$ cat src/hw/bus_pkg.sv
package bus_pkg;

    // a whole cache line, four words
    localparam int line_w = 128;

    // only line transfers are left on this bus
    typedef enum logic [2:0] {
        req_line = 3'd4
    } bus_type_t;

    typedef struct packed {
        bus_type_t   rtype;
        logic [31:0] addr;   // line aligned
    } rd_req_t;

    // write back of a full line
    typedef struct packed {
        bus_type_t         rtype;
        logic [31:0]       addr;
        logic [3:0]        strb;
        logic [line_w-1:0] data;   // word 3 in the top bits
    } wr_req_t;

    // one returned word of a line read
    typedef struct packed {
        logic        last;
        logic [31:0] data;
    } ret_t;

endpackage

$ cat src/hw/cache_pkg.sv
package cache_pkg;

    // address split is tag | index | offset
    localparam int tag_w    = 20;
    localparam int index_w  = 8;
    localparam int offset_w = 4;

    localparam int n_ways  = 2;
    localparam int n_banks = 4;   // 32-bit words per line
    localparam int n_sets  = 256;

    // word select inside a line, top bits of the offset
    localparam int bank_w = $clog2(n_banks);

    // controller main FSM
    typedef enum logic [2:0] {
        idle,
        lookup,   // tag compare on the buffered request
        miss,     // dirty victim waits for wr_rdy
        replace,  // line read request waits for rd_rdy
        refill    // returned words go into the banks
    } main_state_t;

    // store hits are committed one cycle after lookup
    typedef enum logic {
        wr_idle,
        wr_write
    } wrbuf_state_t;

    typedef enum logic {
        op_read  = 1'b0,
        op_write = 1'b1
    } cpu_op_t;

    // one CPU request, 69 bits
    typedef struct packed {
        cpu_op_t             op;
        logic [index_w-1:0]  index;   // addr[11:4]
        logic [tag_w-1:0]    tag;     // physical tag, same cycle as index
        logic [offset_w-1:0] offset;  // addr[3:0]
        logic [3:0]          wstrb;   // byte enables for stores
        logic [31:0]         wdata;
    } cpu_req_t;

endpackage

$ cat src/hw/cache.sv
module cache (
    input  logic                                  clk,
    input  logic                                  resetn,
    input  logic                                  valid,
    input  cache_pkg::cpu_req_t                   req,
    output logic                                  addr_ok,
    output logic                                  data_ok,
    output logic [31:0]                           rdata,
    output logic                                  rd_req,
    output bus_pkg::rd_req_t                      rd,
    input  logic                                  rd_rdy,
    input  logic                                  ret_valid,
    input  bus_pkg::ret_t                         ret,
    output logic                                  wr_req,
    output bus_pkg::wr_req_t                      wr,
    input  logic                                  wr_rdy,
    output logic [cache_pkg::index_w-1:0]         tag_addr,
    output logic [cache_pkg::n_ways-1:0]          tag_we,
    output logic [cache_pkg::tag_w:0]             tag_wdata,
    input  logic [cache_pkg::n_ways-1:0][cache_pkg::tag_w:0]        tag_rdata,
    output logic [cache_pkg::n_banks-1:0][cache_pkg::index_w-1:0]   bank_addr,
    output logic [cache_pkg::n_ways-1:0][cache_pkg::n_banks-1:0][3:0] bank_we,
    output logic [cache_pkg::n_banks-1:0][31:0]                     bank_wdata,
    input  logic [cache_pkg::n_ways-1:0][cache_pkg::n_banks-1:0][31:0] bank_rdata,
    output logic [cache_pkg::index_w-1:0]         ws_index,
    output logic                                  ws_hit,
    output logic                                  ws_hit_way,
    output logic                                  refill_done,
    output cache_pkg::cpu_op_t                    refill_op,
    output logic                                  store_commit,
    output logic                                  commit_way,
    output logic [cache_pkg::index_w-1:0]         commit_index,
    input  logic                                  victim_way,
    input  logic                                  victim_dirty
);

    // pending store hit, written to its bank one cycle after lookup
    typedef struct packed {
        logic                          way;
        logic [cache_pkg::index_w-1:0] index;
        logic [cache_pkg::bank_w-1:0]  bank;
        logic [3:0]                    wstrb;
        logic [31:0]                   wdata;
    } wrbuf_t;

    cache_pkg::main_state_t  state, state_nxt;
    cache_pkg::wrbuf_state_t wr_state;
    cache_pkg::cpu_req_t     req_r;   // request buffer
    wrbuf_t                  wrbuf;

    logic [cache_pkg::n_ways-1:0]  way_hit;
    logic                          cache_hit;
    logic                          hit_way;
    logic                          hit_write;
    logic                          conflict;
    logic                          accept;
    logic                          miss_settled;
    logic                          victim_valid;
    logic [cache_pkg::tag_w-1:0]   victim_tag;
    logic [cache_pkg::bank_w-1:0]  req_bank;
    logic [cache_pkg::bank_w-1:0]  ret_cnt;
    logic [cache_pkg::index_w-1:0] rd_index;
    logic [31:0]                   hit_word;
    logic [31:0]                   merged_word;

    always_ff @(posedge clk) begin
        if (accept) begin
            req_r <= req;
        end
    end

    assign req_bank = req_r.offset[cache_pkg::offset_w-1 -: cache_pkg::bank_w];

    // hit logic on the tags read in the accepting cycle
    always_comb begin
        for (int w = 0; w < cache_pkg::n_ways; w++) begin
            way_hit[w] = tag_rdata[w][0] && (tag_rdata[w][cache_pkg::tag_w:1] == req_r.tag);
        end
    end

    assign cache_hit = |way_hit;
    assign hit_way   = way_hit[1];
    assign hit_word  = bank_rdata[hit_way][req_bank];
    assign hit_write = (state == cache_pkg::lookup) && cache_hit && (req_r.op == cache_pkg::op_write);

    assign victim_valid = tag_rdata[victim_way][0];
    assign victim_tag   = tag_rdata[victim_way][cache_pkg::tag_w:1];

    // a read must not see a bank that the write buffer is about to change
    assign conflict = (req.op == cache_pkg::op_read) &&
        (((wr_state == cache_pkg::wr_write) &&
          (req.offset[cache_pkg::offset_w-1 -: cache_pkg::bank_w] == wrbuf.bank)) ||
         ((state == cache_pkg::lookup) && (req_r.op == cache_pkg::op_write) &&
          (req.tag == req_r.tag) && (req.index == req_r.index) &&
          (req.offset[cache_pkg::offset_w-1 -: cache_pkg::bank_w] == req_bank)));

    assign addr_ok = !conflict &&
        ((state == cache_pkg::idle) || ((state == cache_pkg::lookup) && cache_hit));
    assign accept  = valid && addr_ok;

    always_ff @(posedge clk) begin
        if (!resetn) begin
            state <= cache_pkg::idle;
        end else begin
            state <= state_nxt;
        end
    end

    always_comb begin
        state_nxt = state;
        case (state)
            cache_pkg::idle: begin
                if (accept) state_nxt = cache_pkg::lookup;
            end
            cache_pkg::lookup: begin
                if (cache_hit) begin
                    state_nxt = accept ? cache_pkg::lookup : cache_pkg::idle;
                end else if (victim_valid && victim_dirty) begin
                    state_nxt = cache_pkg::miss;
                end else begin
                    state_nxt = cache_pkg::replace;   // clean victim is just dropped
                end
            end
            cache_pkg::miss: begin
                if (wr_req) state_nxt = cache_pkg::replace;
            end
            cache_pkg::replace: begin
                if (rd_rdy) state_nxt = cache_pkg::refill;
            end
            cache_pkg::refill: begin
                if (ret_valid && ret.last) state_nxt = cache_pkg::idle;
            end
            default: state_nxt = cache_pkg::idle;
        endcase
    end

    // victim words are stable after one full cycle in miss
    always_ff @(posedge clk) begin
        if (!resetn) begin
            miss_settled <= 1'b0;
        end else begin
            miss_settled <= (state == cache_pkg::miss);
        end
    end

    always_ff @(posedge clk) begin
        if (!resetn) begin
            wr_state <= cache_pkg::wr_idle;
        end else begin
            wr_state <= hit_write ? cache_pkg::wr_write : cache_pkg::wr_idle;
        end
    end

    always_ff @(posedge clk) begin
        if (hit_write) begin
            wrbuf <= '{way: hit_way, index: req_r.index, bank: req_bank,
                       wstrb: req_r.wstrb, wdata: req_r.wdata};
        end
    end

    // refill word counter
    always_ff @(posedge clk) begin
        if (!resetn) begin
            ret_cnt <= '0;
        end else if ((state == cache_pkg::refill) && ret_valid) begin
            ret_cnt <= ret.last ? '0 : ret_cnt + 1'b1;
        end
    end

    // store miss bytes over the returned word
    always_comb begin
        for (int b = 0; b < 4; b++) begin
            merged_word[b*8 +: 8] = req_r.wstrb[b] ? req_r.wdata[b*8 +: 8] : ret.data[b*8 +: 8];
        end
    end

    assign rd_index  = accept ? req.index : req_r.index;
    assign tag_addr  = rd_index;
    assign tag_wdata = {req_r.tag, 1'b1};

    assign refill_done = (state == cache_pkg::refill) && ret_valid && ret.last;
    assign refill_op   = req_r.op;

    always_comb begin
        for (int w = 0; w < cache_pkg::n_ways; w++) begin
            tag_we[w] = refill_done && (victim_way == w);
        end
    end

    always_comb begin
        for (int i = 0; i < cache_pkg::n_banks; i++) begin
            bank_addr[i]  = rd_index;
            bank_wdata[i] = ret.data;
            if ((req_r.op == cache_pkg::op_write) && (req_bank == i)) begin
                bank_wdata[i] = merged_word;
            end
            if ((wr_state == cache_pkg::wr_write) && (wrbuf.bank == i)) begin
                bank_addr[i]  = wrbuf.index;   // write buffer owns this bank
                bank_wdata[i] = wrbuf.wdata;
            end
            for (int w = 0; w < cache_pkg::n_ways; w++) begin
                bank_we[w][i] = '0;
                if ((wr_state == cache_pkg::wr_write) && (wrbuf.bank == i) && (wrbuf.way == w)) begin
                    bank_we[w][i] = wrbuf.wstrb;
                end else if ((state == cache_pkg::refill) && ret_valid && (ret_cnt == i) &&
                             (victim_way == w)) begin
                    bank_we[w][i] = 4'hf;
                end
            end
        end
    end

    assign ws_index     = req_r.index;
    assign ws_hit       = (state == cache_pkg::lookup) && cache_hit;
    assign ws_hit_way   = hit_way;
    assign store_commit = (wr_state == cache_pkg::wr_write);
    assign commit_way   = wrbuf.way;
    assign commit_index = wrbuf.index;

    // stores finish in lookup, read misses on their own returned word
    assign data_ok = ((state == cache_pkg::lookup) &&
                      (cache_hit || (req_r.op == cache_pkg::op_write))) ||
                     ((state == cache_pkg::refill) && ret_valid &&
                      (req_r.op == cache_pkg::op_read) && (ret_cnt == req_bank));
    assign rdata   = (state == cache_pkg::refill) ? ret.data : hit_word;

    assign rd_req   = (state == cache_pkg::replace);
    assign rd.rtype = bus_pkg::req_line;
    assign rd.addr  = {req_r.tag, req_r.index, {cache_pkg::offset_w{1'b0}}};

    assign wr_req   = (state == cache_pkg::miss) && miss_settled && wr_rdy;
    assign wr.rtype = bus_pkg::req_line;
    assign wr.addr  = {victim_tag, req_r.index, {cache_pkg::offset_w{1'b0}}};
    assign wr.strb  = 4'hf;
    assign wr.data  = bank_rdata[victim_way];   // bank 3 ends up in the top word

    assert property (@(posedge clk) disable iff (!resetn)
                     rd_req && !rd_rdy |=> rd_req && $stable(rd))
        else $error("rd_req dropped or changed before rd_rdy");

    assert property (@(posedge clk) disable iff (!resetn) wr_req |-> wr_rdy)
        else $error("wr_req without wr_rdy");

    assert property (@(posedge clk) disable iff (!resetn)
                     data_ok |-> state != cache_pkg::idle)
        else $error("data_ok in idle");

endmodule

$ cat config.mk
export PLATFORM = sky130hd
export DESIGN_NAME = cache
export DESIGN_NICKNAME = d
export VERILOG_FILES = /design/src/hw/bus_pkg.sv /design/src/hw/cache_pkg.sv /design/src/hw/cache.sv
export SDC_FILE = /design/constraint.sdc
export NUM_CORES = 1
export LEC_CHECK = 0
export BUFFER_PORTS_ARGS = -buffer_cell sky130_fd_sc_hd__buf_2
export CAP_MARGIN = 20
export CORE_AREA = 2 2 345 347
export CTS_BUF_LIST = sky130_fd_sc_hd__clkbuf_16
export DETAILED_ROUTE_END_ITERATION = 8
export DIE_AREA = 0 0 347 349
export HOLD_SLACK_MARGIN = 0.12
export SYNTH_ARGS = -nofsm -noshare
export SYNTH_HDL_FRONTEND = slang
export SYNTH_SLANG_ARGS = --single-unit
$ cat constraint.sdc
create_clock -name clk -period 3.7 [get_ports clk]
set_input_delay 0.74 -clock clk [delete_from_list [all_inputs] [get_ports clk]]
set_output_delay 0.74 -clock clk [all_outputs]
set_load 0.03 [all_outputs]
==> impl_metrics.json <==
{
  "status": "finished, violations left",
  "violations": "setup timing",
  "htree_levels": 4,
  "timing.fmax_ghz": 0.246,
  "multi_input_comb_area_mm2": 0.00916,
  "clk_latency_ps": 500,
  "synth_cells": 1350,
  "numCtsBuffers": 17,
  "placed_cells": 3716,
  "grtUsageTotal": 0.139,
  "io_buffers": 869,
  "io_pins": 891,
  "setup_viol": 68,
  "drt_pass1_iterations": 5,
  "rsz0062_at_grt": "true",
  "antenna_found_initial": 15,
  "cts_tree": "yes",
  "grt_pass1_vias": 14200,
  "synth_top_area_frac": 0.261,
  "synth_top_area_cell": "edfxtp_1",
  "synthArstFlopShare": 0,
  "crit_type": "flop to output port",
  "path_max_fanout": 8,
  "cts_buffer_depth": 2,
  "hold_path.class": "primary input to flop",
  "hold_slack_ps": 409,
  "dieWidth_um": 347,
  "p_switching_w": 0.00316,
  "gp_congestion": 0.917,
  "ir_drop_mv": 0.354,
  "die_y_um": 349,
  "drive_above_1_share": 0.617,
  "critPathCaptureType": "output port",
  "ant_nets": 0,
  "cp_data_arrival_time_ps": 3320,
  "cts.sink_count": 121,
  "finalClockSkew_ps": 15.4,
  "clockRootBuffer": "clkbuf_16",
  "via_per_inst": 3.93,
  "drv_cap": 0,
  "synthToLayoutAreaGrowth_pct": 62.4,
  "finalCriticalPeriod_ps": 4060,
  "path_clk_slew_ps": 70,
  "pwr_density_cell_mw_per_mm2": 334,
  "fillers": 13200,
  "rows": 126,
  "grt_max_degree": 70,
  "drc": 0,
  "ys_seq_area_frac": 0.271,
  "final_cells": 3768,
  "finalNetCount": 2626,
  "p_seq_frac": 0.243,
  "hold_viol": 0,
  "drt_iter0_markers": 1201,
  "grt_pass1_wl_mm": 117,
  "period_share": 1.10,
  "worst_slew_pin_slew_ps": 921,
  "yosys_most_used_dff": "edfxtp_1",
  "clkPwrFrac": 0.245,
  "power_leakage_nw": 9.30,
  "crit_path_start_kind": "flop",
  "place_ws_ps": -253,
  "synth_cell_type_count": 51,
  "synthTopCellsByArea": "edfxtp_1, mux2_2, mux2i_1, mux4_2, nand2_1",
  "fin_ws_ps": -358,
  "start_util": 0.112,
  "core_mm2": 0.117,
  "dp_hpwl_mm": 76.4,
  "sw_frac_of_total": 0.444,
  "wirelength_mm": 89.2,
  "seq_area_mm2": 0.00356,
  "crit_required_ps": 2960,
  "synth_seq_cells": 121,
  "max_slew_margin": 0.384,
  "synth_edf_count": 114,
  "combPwrFrac": 0.511,
  "ys_warn_count": 0,
  "via_count": 14800,
  "syn-cell-area_mm2": 0.0131,
  "drv_slew": 0,
  "grt.overflow.total": 0,
  "avgSynthCellArea_um2": 9.73,
  "wl_per_cell_um": 23.7,
  "post-route-util": 0.182,
  "internal-power_w": 0.00396,
  "dieArea_mm2": 0.121
}
-- cells in the final DEF (no fill, tap or decap), types with 14 or more instances in the layout --
master | synthesis | final
buf_4 | 91 | 145
o21ai_2 | 10 | 18
mux2_2 | 149 | 149
xor2_1 | 36 | 31
conb_1 | 2 | 19
a31oi_1 | 32 | 23
nand3_1 | 33 | 31
edfxtp_1 | 114 | 114
buf_2 | 8 | 796
xnor2_1 | 38 | 33
clkbuf_16 | 0 | 18
nand4_1 | 14 | 14
buf_6 | 4 | 55
nor2_1 | 43 | 41
mux4_2 | 64 | 64
mux2i_1 | 160 | 140
o21ai_0 | 131 | 129
nand2_1 | 207 | 199
-- final timing paths --
| path | from | endpoint | slack [ps] | depth (start not counted) |
|---|---|---|---|---|
| setup reg to reg | rd[23] | rd[25] | 560 | 12 |
| hold reg to reg | req_r[3] | wrbuf[3] | 540 | 0 |
| setup / recovery | rd[12] | rdata[15] | -360 | 13 |
| hold / removal | req[12] | req_r[12] | 410 | 1 |
-- cell type report --
type | count | area share
Antenna cell | 5 | 0.000587
Clock buffer | 17 | 0.0200
Clock inverter | 15 | 0.00792
Inverter | 5 | 0.00106
Multi-Input combinational cell | 1054 | 0.429
Sequential cell | 121 | 0.167
Tap cell | 1536 | 0.0901
Timing Repair Buffer | 1015 | 0.284
-- sequential cells by signal (all words and copies together), names as in the netlist --
name	cells
req_r	36
rd	20
store_commit	1
ret_cnt	2
miss_settled	1
commit_way	1
wrbuf	38
commit_index	8
ws_index	8
req_bank	2
state	3
refill_op	1
-- cell usage after synthesis (28+ instances only) --
cell      number
mux4_2        64
edfxtp_1     114
a31oi_1       32
nand3_1       33
buf_4         91
o21ai_1       28
xnor2_1       38
mux2i_1      160
clkbuf_1      67
nor2_1        43
mux2_2       149
nand2_1      207
o21ai_0      131
xor2_1        36
-- worst max-delay path, stage by stage (launching register included) --
cell      delay (ps)
edfxtp_1         500
xor2_2           230
nor4_2           280
buf_4            150
nand4_1           80
buf_4            170
nor4b_4          280
buf_6            170
buf_12           160
buf_12           160
buf_12           120
mux2i_4          230
o21ai_1           70
buf_4            190
-- stage by stage --
| step | total power [W] | TNS (ps) | instance area, µm² |
|---|---|---|---|
| final | 0.00713 | -14090 | 21300 |
| after global routing | 0.00742 | -24100 | 21300 |
| after floorplan | 0.00373 | 0 | 13200 |
| after global placement | 0.00510 | -6610 | 19500 |
| after CTS | 0.00709 | -16460 | 20600 |
| after detailed placement | 0.00511 | -7280 | 19500 |
-- power groups by stage --
stage | Combinational (W) | Clock, W | Sequential, W
final | 0.00364 | 0.00175 | 0.00173
after global routing | 0.00382 | 0.00185 | 0.00174
after CTS | 0.00351 | 0.00184 | 0.00173
after detailed placement | 0.00335 | 0 | 0.00176
after global placement | 0.00335 | 0 | 0.00175
after floorplan | 0.00200 | 0 | 0.00173
-- cell families after synthesis --
| logic type | synth area share |
|---|---|
| AOI/OAI and AO/OA | 0.0963 |
| xor gates and xnor gates | 0.0494 |
| adders and majority gates | 0.00381 |
| buffers and inverters | 0.0840 |
| DFF | 0.271 |
| muxes | 0.360 |
| other | 0.000572 |
| and+or+nand+nor | 0.135 |
-- routing by layer --
layer / up-vias / share of wire / track usage
met5: - / 0.00059 / 0
met4: 8 / 0.041 / 0.0581
met3: 128 / 0.074 / 0.0383
met2: 794 / 0.46 / 0.221
met1: 7217 / 0.42 / 0.177
li1: 6658 / - / -
-- repair_timing --
item,in CTS,in global routing
resized for setup,117,136
endpoints found under the setup margin,74,84
gates cloned,0,1
hold buffers,0,0
pin swaps,13,28
buffers inserted,5,14
No activity file was read; power rests on OpenSTA's default activity.
